**src/source/lsu_pkg.sv**
```systemverilog
`default_nettype none

package lsu_pkg;

    localparam int XLEN    = 32;
    localparam int BYTES   = 4;
    localparam int OFF_W   = 2;
    localparam int ROB_W   = 5;
    localparam int WADDR_W = XLEN - OFF_W;

    typedef struct packed {
        logic             wrap;
        logic [ROB_W-1:0] idx;
    } rob_idx_t;

    typedef enum logic [1:0] {
        SZ_BYTE = 2'b00,
        SZ_HALF = 2'b01,
        SZ_WORD = 2'b10
    } size_e;

    typedef enum logic [1:0] {
        EXC_NONE        = 2'b00,
        EXC_LD_MISALIGN = 2'b01,
        EXC_ST_MISALIGN = 2'b10
    } exc_e;

    // one issued operation from the issue stage
    typedef struct packed {
        logic            valid;
        rob_idx_t        rob;
        logic [XLEN-1:0] base;
        logic [XLEN-1:0] imm;
        size_e           size;
        logic            uext;
        logic [XLEN-1:0] data;
    } mem_req_t;

    typedef struct packed {
        logic [XLEN-1:0]    vaddr;
        logic [WADDR_W-1:0] waddr;
        logic [BYTES-1:0]   mask;
        logic               misalign;
    } access_t;

    typedef struct packed {
        logic               valid;
        logic [WADDR_W-1:0] waddr;
        logic [BYTES-1:0]   mask;
        rob_idx_t           rob;
    } probe_t;

    typedef struct packed {
        logic     valid;
        rob_idx_t rob;
    } redirect_t;

    // on a misaligned load, data carries the faulting virtual address
    typedef struct packed {
        logic            valid;
        rob_idx_t        rob;
        logic [XLEN-1:0] data;
        exc_e            exc;
    } load_wb_t;

    // on a misaligned store, mask is zero and data carries the virtual address
    typedef struct packed {
        logic               valid;
        rob_idx_t           rob;
        logic [WADDR_W-1:0] waddr;
        logic [BYTES-1:0]   mask;
        logic [XLEN-1:0]    data;
        exc_e               exc;
    } store_out_t;

    // true when a is older than b
    function automatic logic rob_older(rob_idx_t a, rob_idx_t b);
        if (a.wrap == b.wrap) begin
            return a.idx < b.idx;
        end
        return a.idx > b.idx;
    endfunction

    // flush removes everything younger than its index
    function automatic logic flush_kills(redirect_t f, rob_idx_t r);
        return f.valid && rob_older(f.rob, r);
    endfunction

endpackage

`default_nettype wire

```
**src/source/exc_tracker.sv**
```systemverilog
`timescale 1ns/1ns
`default_nettype none

module exc_tracker
    import lsu_pkg::*;
(
    input  wire             clk,
    input  wire             rst,
    input  wire load_wb_t   ld_wb_i,
    input  wire store_out_t st_out_i,
    input  wire redirect_t  flush_i,
    output logic            exc_valid_o,
    output rob_idx_t        exc_rob_o,
    output logic [XLEN-1:0] exc_vaddr_o
);
    logic            ld_exc;
    logic            st_exc;
    logic            cand_valid;
    rob_idx_t        cand_rob;
    logic [XLEN-1:0] cand_vaddr;
    logic            rec_kill;
    logic            take;

    assign ld_exc = ld_wb_i.valid && (ld_wb_i.exc == EXC_LD_MISALIGN);
    assign st_exc = st_out_i.valid && (st_out_i.exc == EXC_ST_MISALIGN);

    // pick the older of the two lanes
    always_comb begin
        cand_valid = ld_exc || st_exc;
        if (ld_exc && (!st_exc || rob_older(ld_wb_i.rob, st_out_i.rob))) begin
            cand_rob   = ld_wb_i.rob;
            cand_vaddr = ld_wb_i.data;
        end else begin
            cand_rob   = st_out_i.rob;
            cand_vaddr = st_out_i.data;
        end
    end

    assign rec_kill = exc_valid_o && flush_kills(flush_i, exc_rob_o);
    assign take     = cand_valid && !flush_kills(flush_i, cand_rob)
                      && (!exc_valid_o || rob_older(cand_rob, exc_rob_o));

    always_ff @(posedge clk or posedge rst) begin
        if (rst) begin
            exc_valid_o <= 1'b0;
        end else if (take) begin
            exc_valid_o <= 1'b1;
        end else if (rec_kill) begin
            exc_valid_o <= 1'b0;
        end
    end

    always_ff @(posedge clk) begin
        if (take) begin
            exc_rob_o   <= cand_rob;
            exc_vaddr_o <= cand_vaddr;
        end
    end

endmodule

`default_nettype wire

```
**src/source/load_pipe.sv**
```systemverilog
`timescale 1ns/1ns
`default_nettype none

module load_pipe
    import lsu_pkg::*;
(
    input  wire                clk,
    input  wire                rst,
    input  wire mem_req_t      req_i,
    input  wire redirect_t     flush_i,
    input  wire [XLEN-1:0]     dmem_rdata_i,
    output logic               dmem_req_o,
    output logic [WADDR_W-1:0] dmem_addr_o,
    output probe_t             s1_probe_o,
    output probe_t             s2_probe_o,
    output load_wb_t           wb_o
);
    access_t           acc;
    logic              s1_valid;
    rob_idx_t          s1_rob;
    size_e             s1_size;
    logic              s1_uext;
    access_t           s1_acc;
    logic              s1_kill;
    logic              s2_valid;
    rob_idx_t          s2_rob;
    size_e             s2_size;
    logic              s2_uext;
    access_t           s2_acc;
    logic              s2_kill;
    logic [2*XLEN-1:0] dbl;
    logic [XLEN-1:0]   rot;
    logic [XLEN-1:0]   ext;
    logic              wb_valid;
    rob_idx_t          wb_rob;
    logic [XLEN-1:0]   wb_data;
    exc_e              wb_exc;

    mem_access_decode u_decode (
        .base_i (req_i.base),
        .imm_i  (req_i.imm),
        .size_i (req_i.size),
        .acc_o  (acc)
    );

    assign s1_kill = flush_kills(flush_i, s1_rob);
    assign s2_kill = flush_kills(flush_i, s2_rob);

    // misaligned loads never reach memory
    assign dmem_req_o  = s1_valid && !s1_acc.misalign && !s1_kill;
    assign dmem_addr_o = s1_acc.waddr;

    assign s1_probe_o = '{valid: s1_valid && !s1_acc.misalign, waddr: s1_acc.waddr,
                          mask: s1_acc.mask, rob: s1_rob};
    assign s2_probe_o = '{valid: s2_valid && !s2_acc.misalign, waddr: s2_acc.waddr,
                          mask: s2_acc.mask, rob: s2_rob};

    // bring the addressed byte down to lane 0
    assign dbl = {dmem_rdata_i, dmem_rdata_i} >> {s2_acc.vaddr[OFF_W-1:0], 3'b000};
    assign rot = dbl[XLEN-1:0];

    always_comb begin
        case (s2_size)
            SZ_BYTE: ext = {{(XLEN-8){!s2_uext && rot[7]}}, rot[7:0]};
            SZ_HALF: ext = {{(XLEN-16){!s2_uext && rot[15]}}, rot[15:0]};
            default: ext = rot;
        endcase
    end

    always_ff @(posedge clk or posedge rst) begin
        if (rst) begin
            s1_valid <= 1'b0;
            s2_valid <= 1'b0;
            wb_valid <= 1'b0;
        end else begin
            s1_valid <= req_i.valid && !flush_kills(flush_i, req_i.rob);
            s2_valid <= s1_valid && !s1_kill;
            wb_valid <= s2_valid && !s2_kill;
        end
    end

    always_ff @(posedge clk) begin
        s1_rob  <= req_i.rob;
        s1_size <= req_i.size;
        s1_uext <= req_i.uext;
        s1_acc  <= acc;
        s2_rob  <= s1_rob;
        s2_size <= s1_size;
        s2_uext <= s1_uext;
        s2_acc  <= s1_acc;
        wb_rob  <= s2_rob;
        if (s2_acc.misalign) begin
            wb_data <= s2_acc.vaddr;
            wb_exc  <= EXC_LD_MISALIGN;
        end else begin
            wb_data <= ext;
            wb_exc  <= EXC_NONE;
        end
    end

    assign wb_o = '{valid: wb_valid, rob: wb_rob, data: wb_data, exc: wb_exc};

endmodule

`default_nettype wire

```
**src/source/lsu_top.sv**
```systemverilog
`timescale 1ns/1ns
`default_nettype none

module lsu_top
    import lsu_pkg::*;
(
    input  wire                clk,
    input  wire                rst,
    input  wire mem_req_t      ld_req_i,
    input  wire mem_req_t      st_req_i,
    input  wire redirect_t     flush_i,
    input  wire [XLEN-1:0]     dmem_rdata_i,
    output logic               dmem_req_o,
    output logic [WADDR_W-1:0] dmem_addr_o,
    output load_wb_t           ld_wb_o,
    output store_out_t         st_out_o,
    output redirect_t          mem_redirect_o,
    output logic               exc_valid_o,
    output rob_idx_t           exc_rob_o,
    output logic [XLEN-1:0]    exc_vaddr_o
);
    probe_t ld_s1_probe;
    probe_t ld_s2_probe;
    probe_t st_probe;

    load_pipe u_load_pipe (
        .clk          (clk),
        .rst          (rst),
        .req_i        (ld_req_i),
        .flush_i      (flush_i),
        .dmem_rdata_i (dmem_rdata_i),
        .dmem_req_o   (dmem_req_o),
        .dmem_addr_o  (dmem_addr_o),
        .s1_probe_o   (ld_s1_probe),
        .s2_probe_o   (ld_s2_probe),
        .wb_o         (ld_wb_o)
    );

    store_pipe u_store_pipe (
        .clk     (clk),
        .rst     (rst),
        .req_i   (st_req_i),
        .flush_i (flush_i),
        .probe_o (st_probe),
        .out_o   (st_out_o)
    );

    // store stage 1 against both load stages
    violation_check u_violation_check (
        .clk           (clk),
        .rst           (rst),
        .st_probe_i    (st_probe),
        .ld_s1_probe_i (ld_s1_probe),
        .ld_s2_probe_i (ld_s2_probe),
        .flush_i       (flush_i),
        .redirect_o    (mem_redirect_o)
    );

    exc_tracker u_exc_tracker (
        .clk         (clk),
        .rst         (rst),
        .ld_wb_i     (ld_wb_o),
        .st_out_i    (st_out_o),
        .flush_i     (flush_i),
        .exc_valid_o (exc_valid_o),
        .exc_rob_o   (exc_rob_o),
        .exc_vaddr_o (exc_vaddr_o)
    );

endmodule

`default_nettype wire

```
**src/source/mem_access_decode.sv**
```systemverilog
`timescale 1ns/1ns
`default_nettype none

module mem_access_decode
    import lsu_pkg::*;
(
    input  wire [XLEN-1:0] base_i,
    input  wire [XLEN-1:0] imm_i,
    input  wire size_e     size_i,
    output access_t        acc_o
);
    logic [XLEN-1:0]  vaddr;
    logic [OFF_W-1:0] off;

    assign vaddr = base_i + imm_i;
    assign off   = vaddr[OFF_W-1:0];

    always_comb begin
        acc_o.vaddr = vaddr;
        acc_o.waddr = vaddr[XLEN-1:OFF_W];
        case (size_i)
            SZ_WORD: begin
                acc_o.mask     = 4'b1111;
                acc_o.misalign = off != 2'b00;
            end
            SZ_HALF: begin
                acc_o.mask     = 4'b0011 << off;
                acc_o.misalign = off[0];
            end
            default: begin
                acc_o.mask     = 4'b0001 << off;
                acc_o.misalign = 1'b0;
            end
        endcase
    end

endmodule

`default_nettype wire

```
**src/source/store_pipe.sv**
```systemverilog
`timescale 1ns/1ns
`default_nettype none

module store_pipe
    import lsu_pkg::*;
(
    input  wire            clk,
    input  wire            rst,
    input  wire mem_req_t  req_i,
    input  wire redirect_t flush_i,
    output probe_t         probe_o,
    output store_out_t     out_o
);
    access_t            acc;
    logic               s1_valid;
    rob_idx_t           s1_rob;
    size_e              s1_size;
    logic [XLEN-1:0]    s1_data;
    access_t            s1_acc;
    logic [XLEN-1:0]    lanes;
    logic [XLEN-1:0]    lane_bits;
    logic               out_valid;
    rob_idx_t           out_rob;
    logic [WADDR_W-1:0] out_waddr;
    logic [BYTES-1:0]   out_mask;
    logic [XLEN-1:0]    out_data;
    exc_e               out_exc;

    mem_access_decode u_decode (
        .base_i (req_i.base),
        .imm_i  (req_i.imm),
        .size_i (req_i.size),
        .acc_o  (acc)
    );

    assign probe_o = '{valid: s1_valid && !s1_acc.misalign, waddr: s1_acc.waddr,
                       mask: s1_acc.mask, rob: s1_rob};

    // copy the low bytes across the word, then keep the masked lanes
    always_comb begin
        case (s1_size)
            SZ_BYTE: lanes = {BYTES{s1_data[7:0]}};
            SZ_HALF: lanes = {(BYTES/2){s1_data[15:0]}};
            default: lanes = s1_data;
        endcase
        for (int i = 0; i < BYTES; i++) begin
            lane_bits[8*i +: 8] = {8{s1_acc.mask[i]}};
        end
    end

    always_ff @(posedge clk or posedge rst) begin
        if (rst) begin
            s1_valid  <= 1'b0;
            out_valid <= 1'b0;
        end else begin
            s1_valid  <= req_i.valid && !flush_kills(flush_i, req_i.rob);
            out_valid <= s1_valid && !flush_kills(flush_i, s1_rob);
        end
    end

    always_ff @(posedge clk) begin
        s1_rob    <= req_i.rob;
        s1_size   <= req_i.size;
        s1_data   <= req_i.data;
        s1_acc    <= acc;
        out_rob   <= s1_rob;
        out_waddr <= s1_acc.waddr;
        if (s1_acc.misalign) begin
            out_mask <= '0;
            out_data <= s1_acc.vaddr;
            out_exc  <= EXC_ST_MISALIGN;
        end else begin
            out_mask <= s1_acc.mask;
            out_data <= lanes & lane_bits;
            out_exc  <= EXC_NONE;
        end
    end

    assign out_o = '{valid: out_valid, rob: out_rob, waddr: out_waddr, mask: out_mask,
                     data: out_data, exc: out_exc};

endmodule

`default_nettype wire

```
**src/source/violation_check.sv**
```systemverilog
`timescale 1ns/1ns
`default_nettype none

module violation_check
    import lsu_pkg::*;
(
    input  wire            clk,
    input  wire            rst,
    input  wire probe_t    st_probe_i,
    input  wire probe_t    ld_s1_probe_i,
    input  wire probe_t    ld_s2_probe_i,
    input  wire redirect_t flush_i,
    output redirect_t      redirect_o
);
    logic     s1_hit;
    logic     s2_hit;
    logic     sel_valid;
    rob_idx_t sel_rob;
    logic     red_valid;
    rob_idx_t red_rob;

    // younger load touching a byte the store writes
    function automatic logic hits(probe_t st, probe_t ld);
        logic same_word;
        same_word = st.waddr == ld.waddr;
        return st.valid && ld.valid && same_word && (|(st.mask & ld.mask))
               && rob_older(st.rob, ld.rob);
    endfunction

    assign s1_hit = hits(st_probe_i, ld_s1_probe_i);
    assign s2_hit = hits(st_probe_i, ld_s2_probe_i);

    // the older load is where execution restarts
    always_comb begin
        sel_valid = s1_hit || s2_hit;
        if (s1_hit && (!s2_hit || rob_older(ld_s1_probe_i.rob, ld_s2_probe_i.rob))) begin
            sel_rob = ld_s1_probe_i.rob;
        end else begin
            sel_rob = ld_s2_probe_i.rob;
        end
    end

    always_ff @(posedge clk or posedge rst) begin
        if (rst) begin
            red_valid <= 1'b0;
        end else begin
            red_valid <= sel_valid && !flush_kills(flush_i, sel_rob);
        end
    end

    always_ff @(posedge clk) begin
        red_rob <= sel_rob;
    end

    assign redirect_o = '{valid: red_valid, rob: red_rob};

endmodule

`default_nettype wire

```
**config.mk**
```make
export PLATFORM = sky130hd
export DESIGN_NAME = lsu_top
export DESIGN_NICKNAME = d
export VERILOG_FILES = /design/src/source/lsu_pkg.sv /design/src/source/exc_tracker.sv /design/src/source/load_pipe.sv /design/src/source/lsu_top.sv /design/src/source/mem_access_decode.sv /design/src/source/store_pipe.sv /design/src/source/violation_check.sv
export SDC_FILE = /design/constraint.sdc
export NUM_CORES = 1
export LEC_CHECK = 0
export BUFFER_PORTS_ARGS = -buffer_cell sky130_fd_sc_hd__buf_4
export CAP_MARGIN = 20
export CORE_MARGIN = 2
export CORE_UTILIZATION = 35
export CTS_CLUSTER_SIZE = 25
export DETAILED_ROUTE_END_ITERATION = 10
export GPL_ROUTABILITY_DRIVEN = 0
export SLEW_MARGIN = 20
export SYNTH_ARGS = -nofsm -noshare
export SYNTH_HDL_FRONTEND = slang
export SYNTH_SLANG_ARGS = --single-unit
```
**constraint.sdc**
```tcl
create_clock -name clk -period 7.74 [get_ports clk]
set_input_delay 0.387 -clock clk [delete_from_list [all_inputs] [get_ports clk]]
set_output_delay 0.387 -clock clk [all_outputs]
set_load 0.005 [all_outputs]
```
==> Word level (Yosys, flattened, before mapping) <==
Cells that the tools add are included.
{ "totals": {"ff_bits": 423, "latchBits": 0, "mem_bits_rw": 0, "romBits": 0, "input_bits": 253, "out_inout_bits": 193, "wordCells": 218, "mem_count": 0} }
{ "op_classes": {"n_addsub": 2, "mul": 0, "div": 0, "order_cmp": 26, "n_eq_ne": 23, "shift": 5, "n_mux": 52, "bitwise_logic": 3, "reduce_logical": 61} }
{ "ops": {"columns": ["cell", "n"], "rows": [
  ["$pmux W32 S2", 2],
  ["$mux W32", 3],
  ["$gt A5 B5 Y1", 13],
  ["$lt A5 B5 Y1", 13],
  ["$add A32 B32 Y32", 2],
  ["$shr A64 B5 Y32", 1],
  ["$eq A30 B30 Y1", 2],
  ["$mux W1", 42],
  ["$logic_and A1 B1 Y1", 35],
  ["$and A32 B32 Y32", 1],
  ["$pmux W5 S2", 2],
  ["$logic_not A1 Y1", 14],
  ["$eq A1 B1 Y1", 13],
  ["$mux W6", 2],
  ["$and A4 B4 Y4", 2],
  ["$eq A2 B1 Y1 const B", 4],
  ["$reduce_or A4 Y1", 2],
  ["$shl A1 B2 Y4 const A", 2],
  ["$shl A2 B2 Y4 const A", 2],
  ["$eq A2 B2 Y1 const B", 3],
  ["$reduce_bool A2 Y1", 3],
  ["$logic_or A1 B1 Y1", 5],
  ["$logic_not A2 Y1", 2],
  ["$mux W2", 1],
  ["$eq A1 B1 Y1 const B", 1]
]} }

==> Depth between registers and ports, before layout <==
{ "logic_depth": {"word_depth": 16, "ltp_mapped": 18, "depth_no_buf": 18} }

==> Cells and area by module <==
From an unflattened synthesis, not the netlist that was laid out.
{ "hier_totals": {"cells_unflattened": 1962, "hier_area_um2": 19658.9} }
{ "by_module_without_submodules": {"columns": ["mod", "instances", "cells_each", "area_per_inst_um2", "seq_area_each_um2"], "rows": [
  ["load_pipe", 1, 537, 6417.4, 3898.7],
  ["store_pipe", 1, 384, 4976.0, 3653.5],
  ["exc_tracker", 1, 274, 2503.7, 1166.1],
  ["mem_access_decode at u_store_pipe.u_decode", 1, 279, 2100.8, 0.0],
  ["mem_access_decode at u_load_pipe.u_decode", 1, 291, 2021.9, 0.0],
  ["violation_check", 1, 197, 1639.1, 145.1]
]} }

==> Worst setup path after synthesis <==
Ideal clock, no wire load.
{ "synth_path": {"kind": "reg2reg", "startpoint": "reg u_store_pipe.out_rob (netlist bit u_store_pipe.out_o[71])", "endpoint": "reg u_exc_tracker.exc_rob_o[0] (netlist name)", "setup_time_ns": 0.481, "t_arrival_ns": 6.047, "required_time_ns": 7.259, "setup_slack_ns": 1.213, "path_stages_with_launch": 18, "path_buffers": 0, "synth_period_minus_slack_ns": 6.527, "cell_sequence": "dfxtp_1 -> inv_1 -> ha_1 -> and4_1 -> a211o_1 -> mux2_4 -> nand2_4 -> a21o_1 -> inv_1 -> ha_1 -> o21ai_0 -> or3_1 -> a211oi_1 -> o31ai_1 -> o31ai_1 -> nor4_1 -> and3_1 -> nor3_1"} }
{ "synth_rtl": {"columns": ["element", "line_no", "text"], "rows": [
  ["start, declared", "store_pipe.sv:23", "rob_idx_t out_rob;"],
  ["start signal, assigned", "store_pipe.sv:66", "out_rob <= s1_rob;"]
]} }

==> impl_metrics.json <==
{
  "status": "completed",
  "drcViolationCount": 0,
  "final_common_cell": "buf_4",
  "finalSetupViolCount": 0,
  "cts_buffers": 36,
  "cts_tree": "built",
  "max_freq_mhz": 196,
  "grt_max_degree": 59,
  "first_global_vias": 13600,
  "synth.cell_area_um2": 16100,
  "slew_violations": 0,
  "clk_path_buf_depth": 3,
  "fin_nets": 2424,
  "tightest_slew_ns": 1.06,
  "ys.flop_type": "dfxtp_1",
  "rrSetupSlack_ns": 2.63,
  "powerDensity_nw_per_um2": 247,
  "worstSetupEndpointType": "register",
  "pwr-share-clk_pct": 32.5,
  "dp_hpwl_mm": 45.1,
  "path_depth": 18,
  "ys_types": 81,
  "slew_headroom_pct": 29.5,
  "antenna_found_initial": 3,
  "cp_slowest_cell": "buf_4",
  "power.share.combinational_pct": 23.0,
  "cp-start-kind": "register",
  "num_vias": 13800,
  "clkTransAtPathRegs_ns": 0.06,
  "die_w_um": 219,
  "cp_top_family": "simple AND/OR/NAND/NOR gates",
  "post_dp_cell_area_um2": 19600,
  "fin_setup_tns_ns": 0,
  "wl_per_cell_um": 20.9,
  "worstPathCellList": "inv_1 > ha_1 > and4_1 > a211o_1 > mux2_4 > nand2_4 > a21o_1 > inv_1 > ha_1 > o21ai_0 > or3_1 > a211oi_1 > o31ai_1 > o31ai_1 > nor4_1 > and3_1 > nor3_2 > buf_4",
  "io_pins": 446,
  "grtUsageTotal_pct": 22.7,
  "stdcell_count": 2672,
  "yosysWarnings": 0,
  "synth_edf_count": 38,
  "syn_inst": 1613,
  "drv_cap": 0,
  "via_per_inst": 5.17,
  "dr.pass1.iters": 5,
  "synth_seq_cells": 332,
  "final_area_um2": 21300,
  "numPortBuffers": 410,
  "rows": 78,
  "initial_core_util_pct": 35.5,
  "cp_num_buf_inv": 3,
  "whs_path_depth": 2,
  "p_sw_mw": 1.60,
  "grt_pass1_wl_mm": 81.8,
  "p_sw_share_pct": 30.4,
  "avgSynthCellArea_um2": 10.0,
  "clock_latency_ns": 0.54,
  "criticalPathCategory": "reg2reg",
  "drt-initial-drc-count": 923,
  "clock-root-buffer": "clkbuf_16",
  "hold_class": "in2reg",
  "cp_max_fo": 33,
  "hold_viol_final": 0,
  "post-route-min-period_ns": 5.11,
  "p_int_mw": 3.67,
  "reg2regPathDepth": 18,
  "ir_drop_v": 0.000135,
  "cp.arrival_ns": 5.29,
  "die-area_um2": 47800,
  "seq_power_share_pct": 44.4,
  "drt_wl_total_mm": 56.0,
  "post-route-period-util_pct": 66.0,
  "overflow": 0,
  "drive_gt1_share_pct": 26.3,
  "area_growth_syn_to_layout_pct": 32.1,
  "power_leakage_nw": 9.69,
  "h-tree-depth": 2,
  "final_core_util_pct": 46.9,
  "cp.required_ns": 7.92,
  "finClkSkew_ns": 0.0216,
  "mostFrequentLayoutCells": "buf_4, dfxtp_1, ha_1",
  "antenna_left": 0,
  "cts.sinks": 332,
  "numPlacedInstances": 2555,
  "postSynth.asyncResetShare_pct": 2.11,
  "grt_setup_unrepaired": "no",
  "die_y_um": 219,
  "placeableCoreArea_um2": 45400,
  "seq_area_frac_synth_pct": 43.8,
  "critPathMaxStageDelay_ns": 0.48
}
[worst reg2reg max path, delay by kind of cell, from the launching register on]
kind                     cells  cell delay, ns
AND/OR/NAND/NOR              6            1.40
adder cells (fa/ha/maj)      2            0.66
buffers and inverters        3            0.67
AO/OA/AOI/OAI                6            1.28
multiplexers                 1            0.32
flip-flops                   1            0.40
[what timing repair did]
action,4_1_cts,5_1_grt
setup buffers,0,0
resized for setup,0,0
hold buffers,50,0
endpoints found under the hold margin,56,0
[logic make-up (layout without fill, tap and decap cells)]
| logic type | Yosys count | count (layout) | synth area share (%) |
|---|---|---|---|
| AOI/OAI and AO/OA | 394 | 394 | 16.4 |
| and+or+nand+nor | 359 | 359 | 11.3 |
| DFF | 332 | 332 | 43.8 |
| buffers and inverters | 181 | 636 | 5.06 |
| adders and majority gates | 128 | 128 | 10.0 |
| xor gates and xnor gates | 117 | 117 | 6.40 |
| muxes | 101 | 101 | 6.97 |
| other | 1 | 5 | 0.0233 |
[cell type report]
cell class / count / area, um2
clock inverters: 16 / 169
inverters: 104 / 390
diodes: 3 / 7.51
multi-input cells: 1101 / 8260
well taps: 600 / 751
flip-flops and latches: 332 / 7060
repair buffers: 468 / 3640
clock buffers: 48 / 1020
fillers: 4293 / 24100
[synth_stat cells (all sizes together) (5+ instances only)]
cell type    n  share of area (%)
inv        104                2.4
and2        19               0.75
ha         126                9.8
o31ai       19               0.92
nand3       39                1.2
nor2        56                1.3
and3        13               0.50
or2          5               0.19
buf         42                1.8
xor2        30                1.6
nor2b       31                1.2
edfxtp      38                7.1
a311oi      11               0.60
a21boi      10               0.47
a21oi       98                3.1
xnor2       87                4.8
nand2      107                2.5
nor4b        5               0.27
mux2        44                3.1
a31oi       10               0.39
a21o        30                1.4
o21ai       91                2.8
nand2b      22               0.85
or3          5               0.19
dfxtp      287                 36
o211ai      12               0.56
nor4         6               0.23
clkbuf      35               0.81
o21a        18               0.84
a2111oi      5               0.43
o221ai       6               0.36
nand4       19               0.74
dfrtp        7                1.1
nor3        19               0.59
a22o        15               0.81
a211oi      22                1.1
mux2i       53                3.3
o21bai       7               0.33
[layer usage]
metal	global-route usage [%]	up-vias	part of all wire [%]
met1	30.0	6579	44
li1	-	6611	-
met3	3.30	113	6.0
met4	8.82	0	3.7
met2	37.2	517	46
met5	0	-	0
[state kept, by name (all words and copies together) (netlist names), 30 cells and up]
register	count
u_store_pipe.out_waddr	30
u_load_pipe.s2_acc	33
u_load_pipe.wb_data	32
u_store_pipe.s1_data	32
u_exc_tracker.exc_vaddr_o	32
u_store_pipe.s1_acc	33
u_load_pipe.s1_acc	33
u_store_pipe.out_data	32
[final timing paths]
check	startpoint	end
max	u_store_pipe.out_o[69]	u_exc_tracker.exc_vaddr_o[25]
min	st_req_i[105]	u_store_pipe.s1_valid
max reg2reg	u_store_pipe.out_o[69]	u_exc_tracker.exc_vaddr_o[25]
min reg2reg	u_load_pipe.s1_size[0]	u_load_pipe.s2_size[0]
max in group asynchronous	rst	u_store_pipe.out_valid
min in group asynchronous	rst	u_store_pipe.s1_valid
[power groups by stage]
stage | Combinational, mW | Sequential, mW | Clock (mW)
6_report | 1.21 | 2.34 | 1.71
5_1_grt | 1.33 | 2.36 | 1.81
4_1_cts | 1.21 | 2.34 | 1.75
3_5_place_dp | 1.19 | 2.38 | 0
3_3_place_gp | 1.17 | 2.38 | 0
2_1_floorplan | 0.709 | 2.21 | 0
[stage by stage]
| stage | hold WS (ns) | setup WS, ns | power [mW] |
|---|---|---|---|
| 2_1_floorplan | 0.190 | 1.21 | 2.92 |
| 3_3_place_gp | 0.313 | 2.74 | 3.54 |
| 3_5_place_dp | 0.312 | 2.67 | 3.56 |
| 4_1_cts | 0.108 | 2.65 | 5.30 |
| 5_1_grt | 0.119 | 2.13 | 5.51 |
| 6_report | 0.122 | 2.63 | 5.27 |
Power figures use the tool's default switching activity.
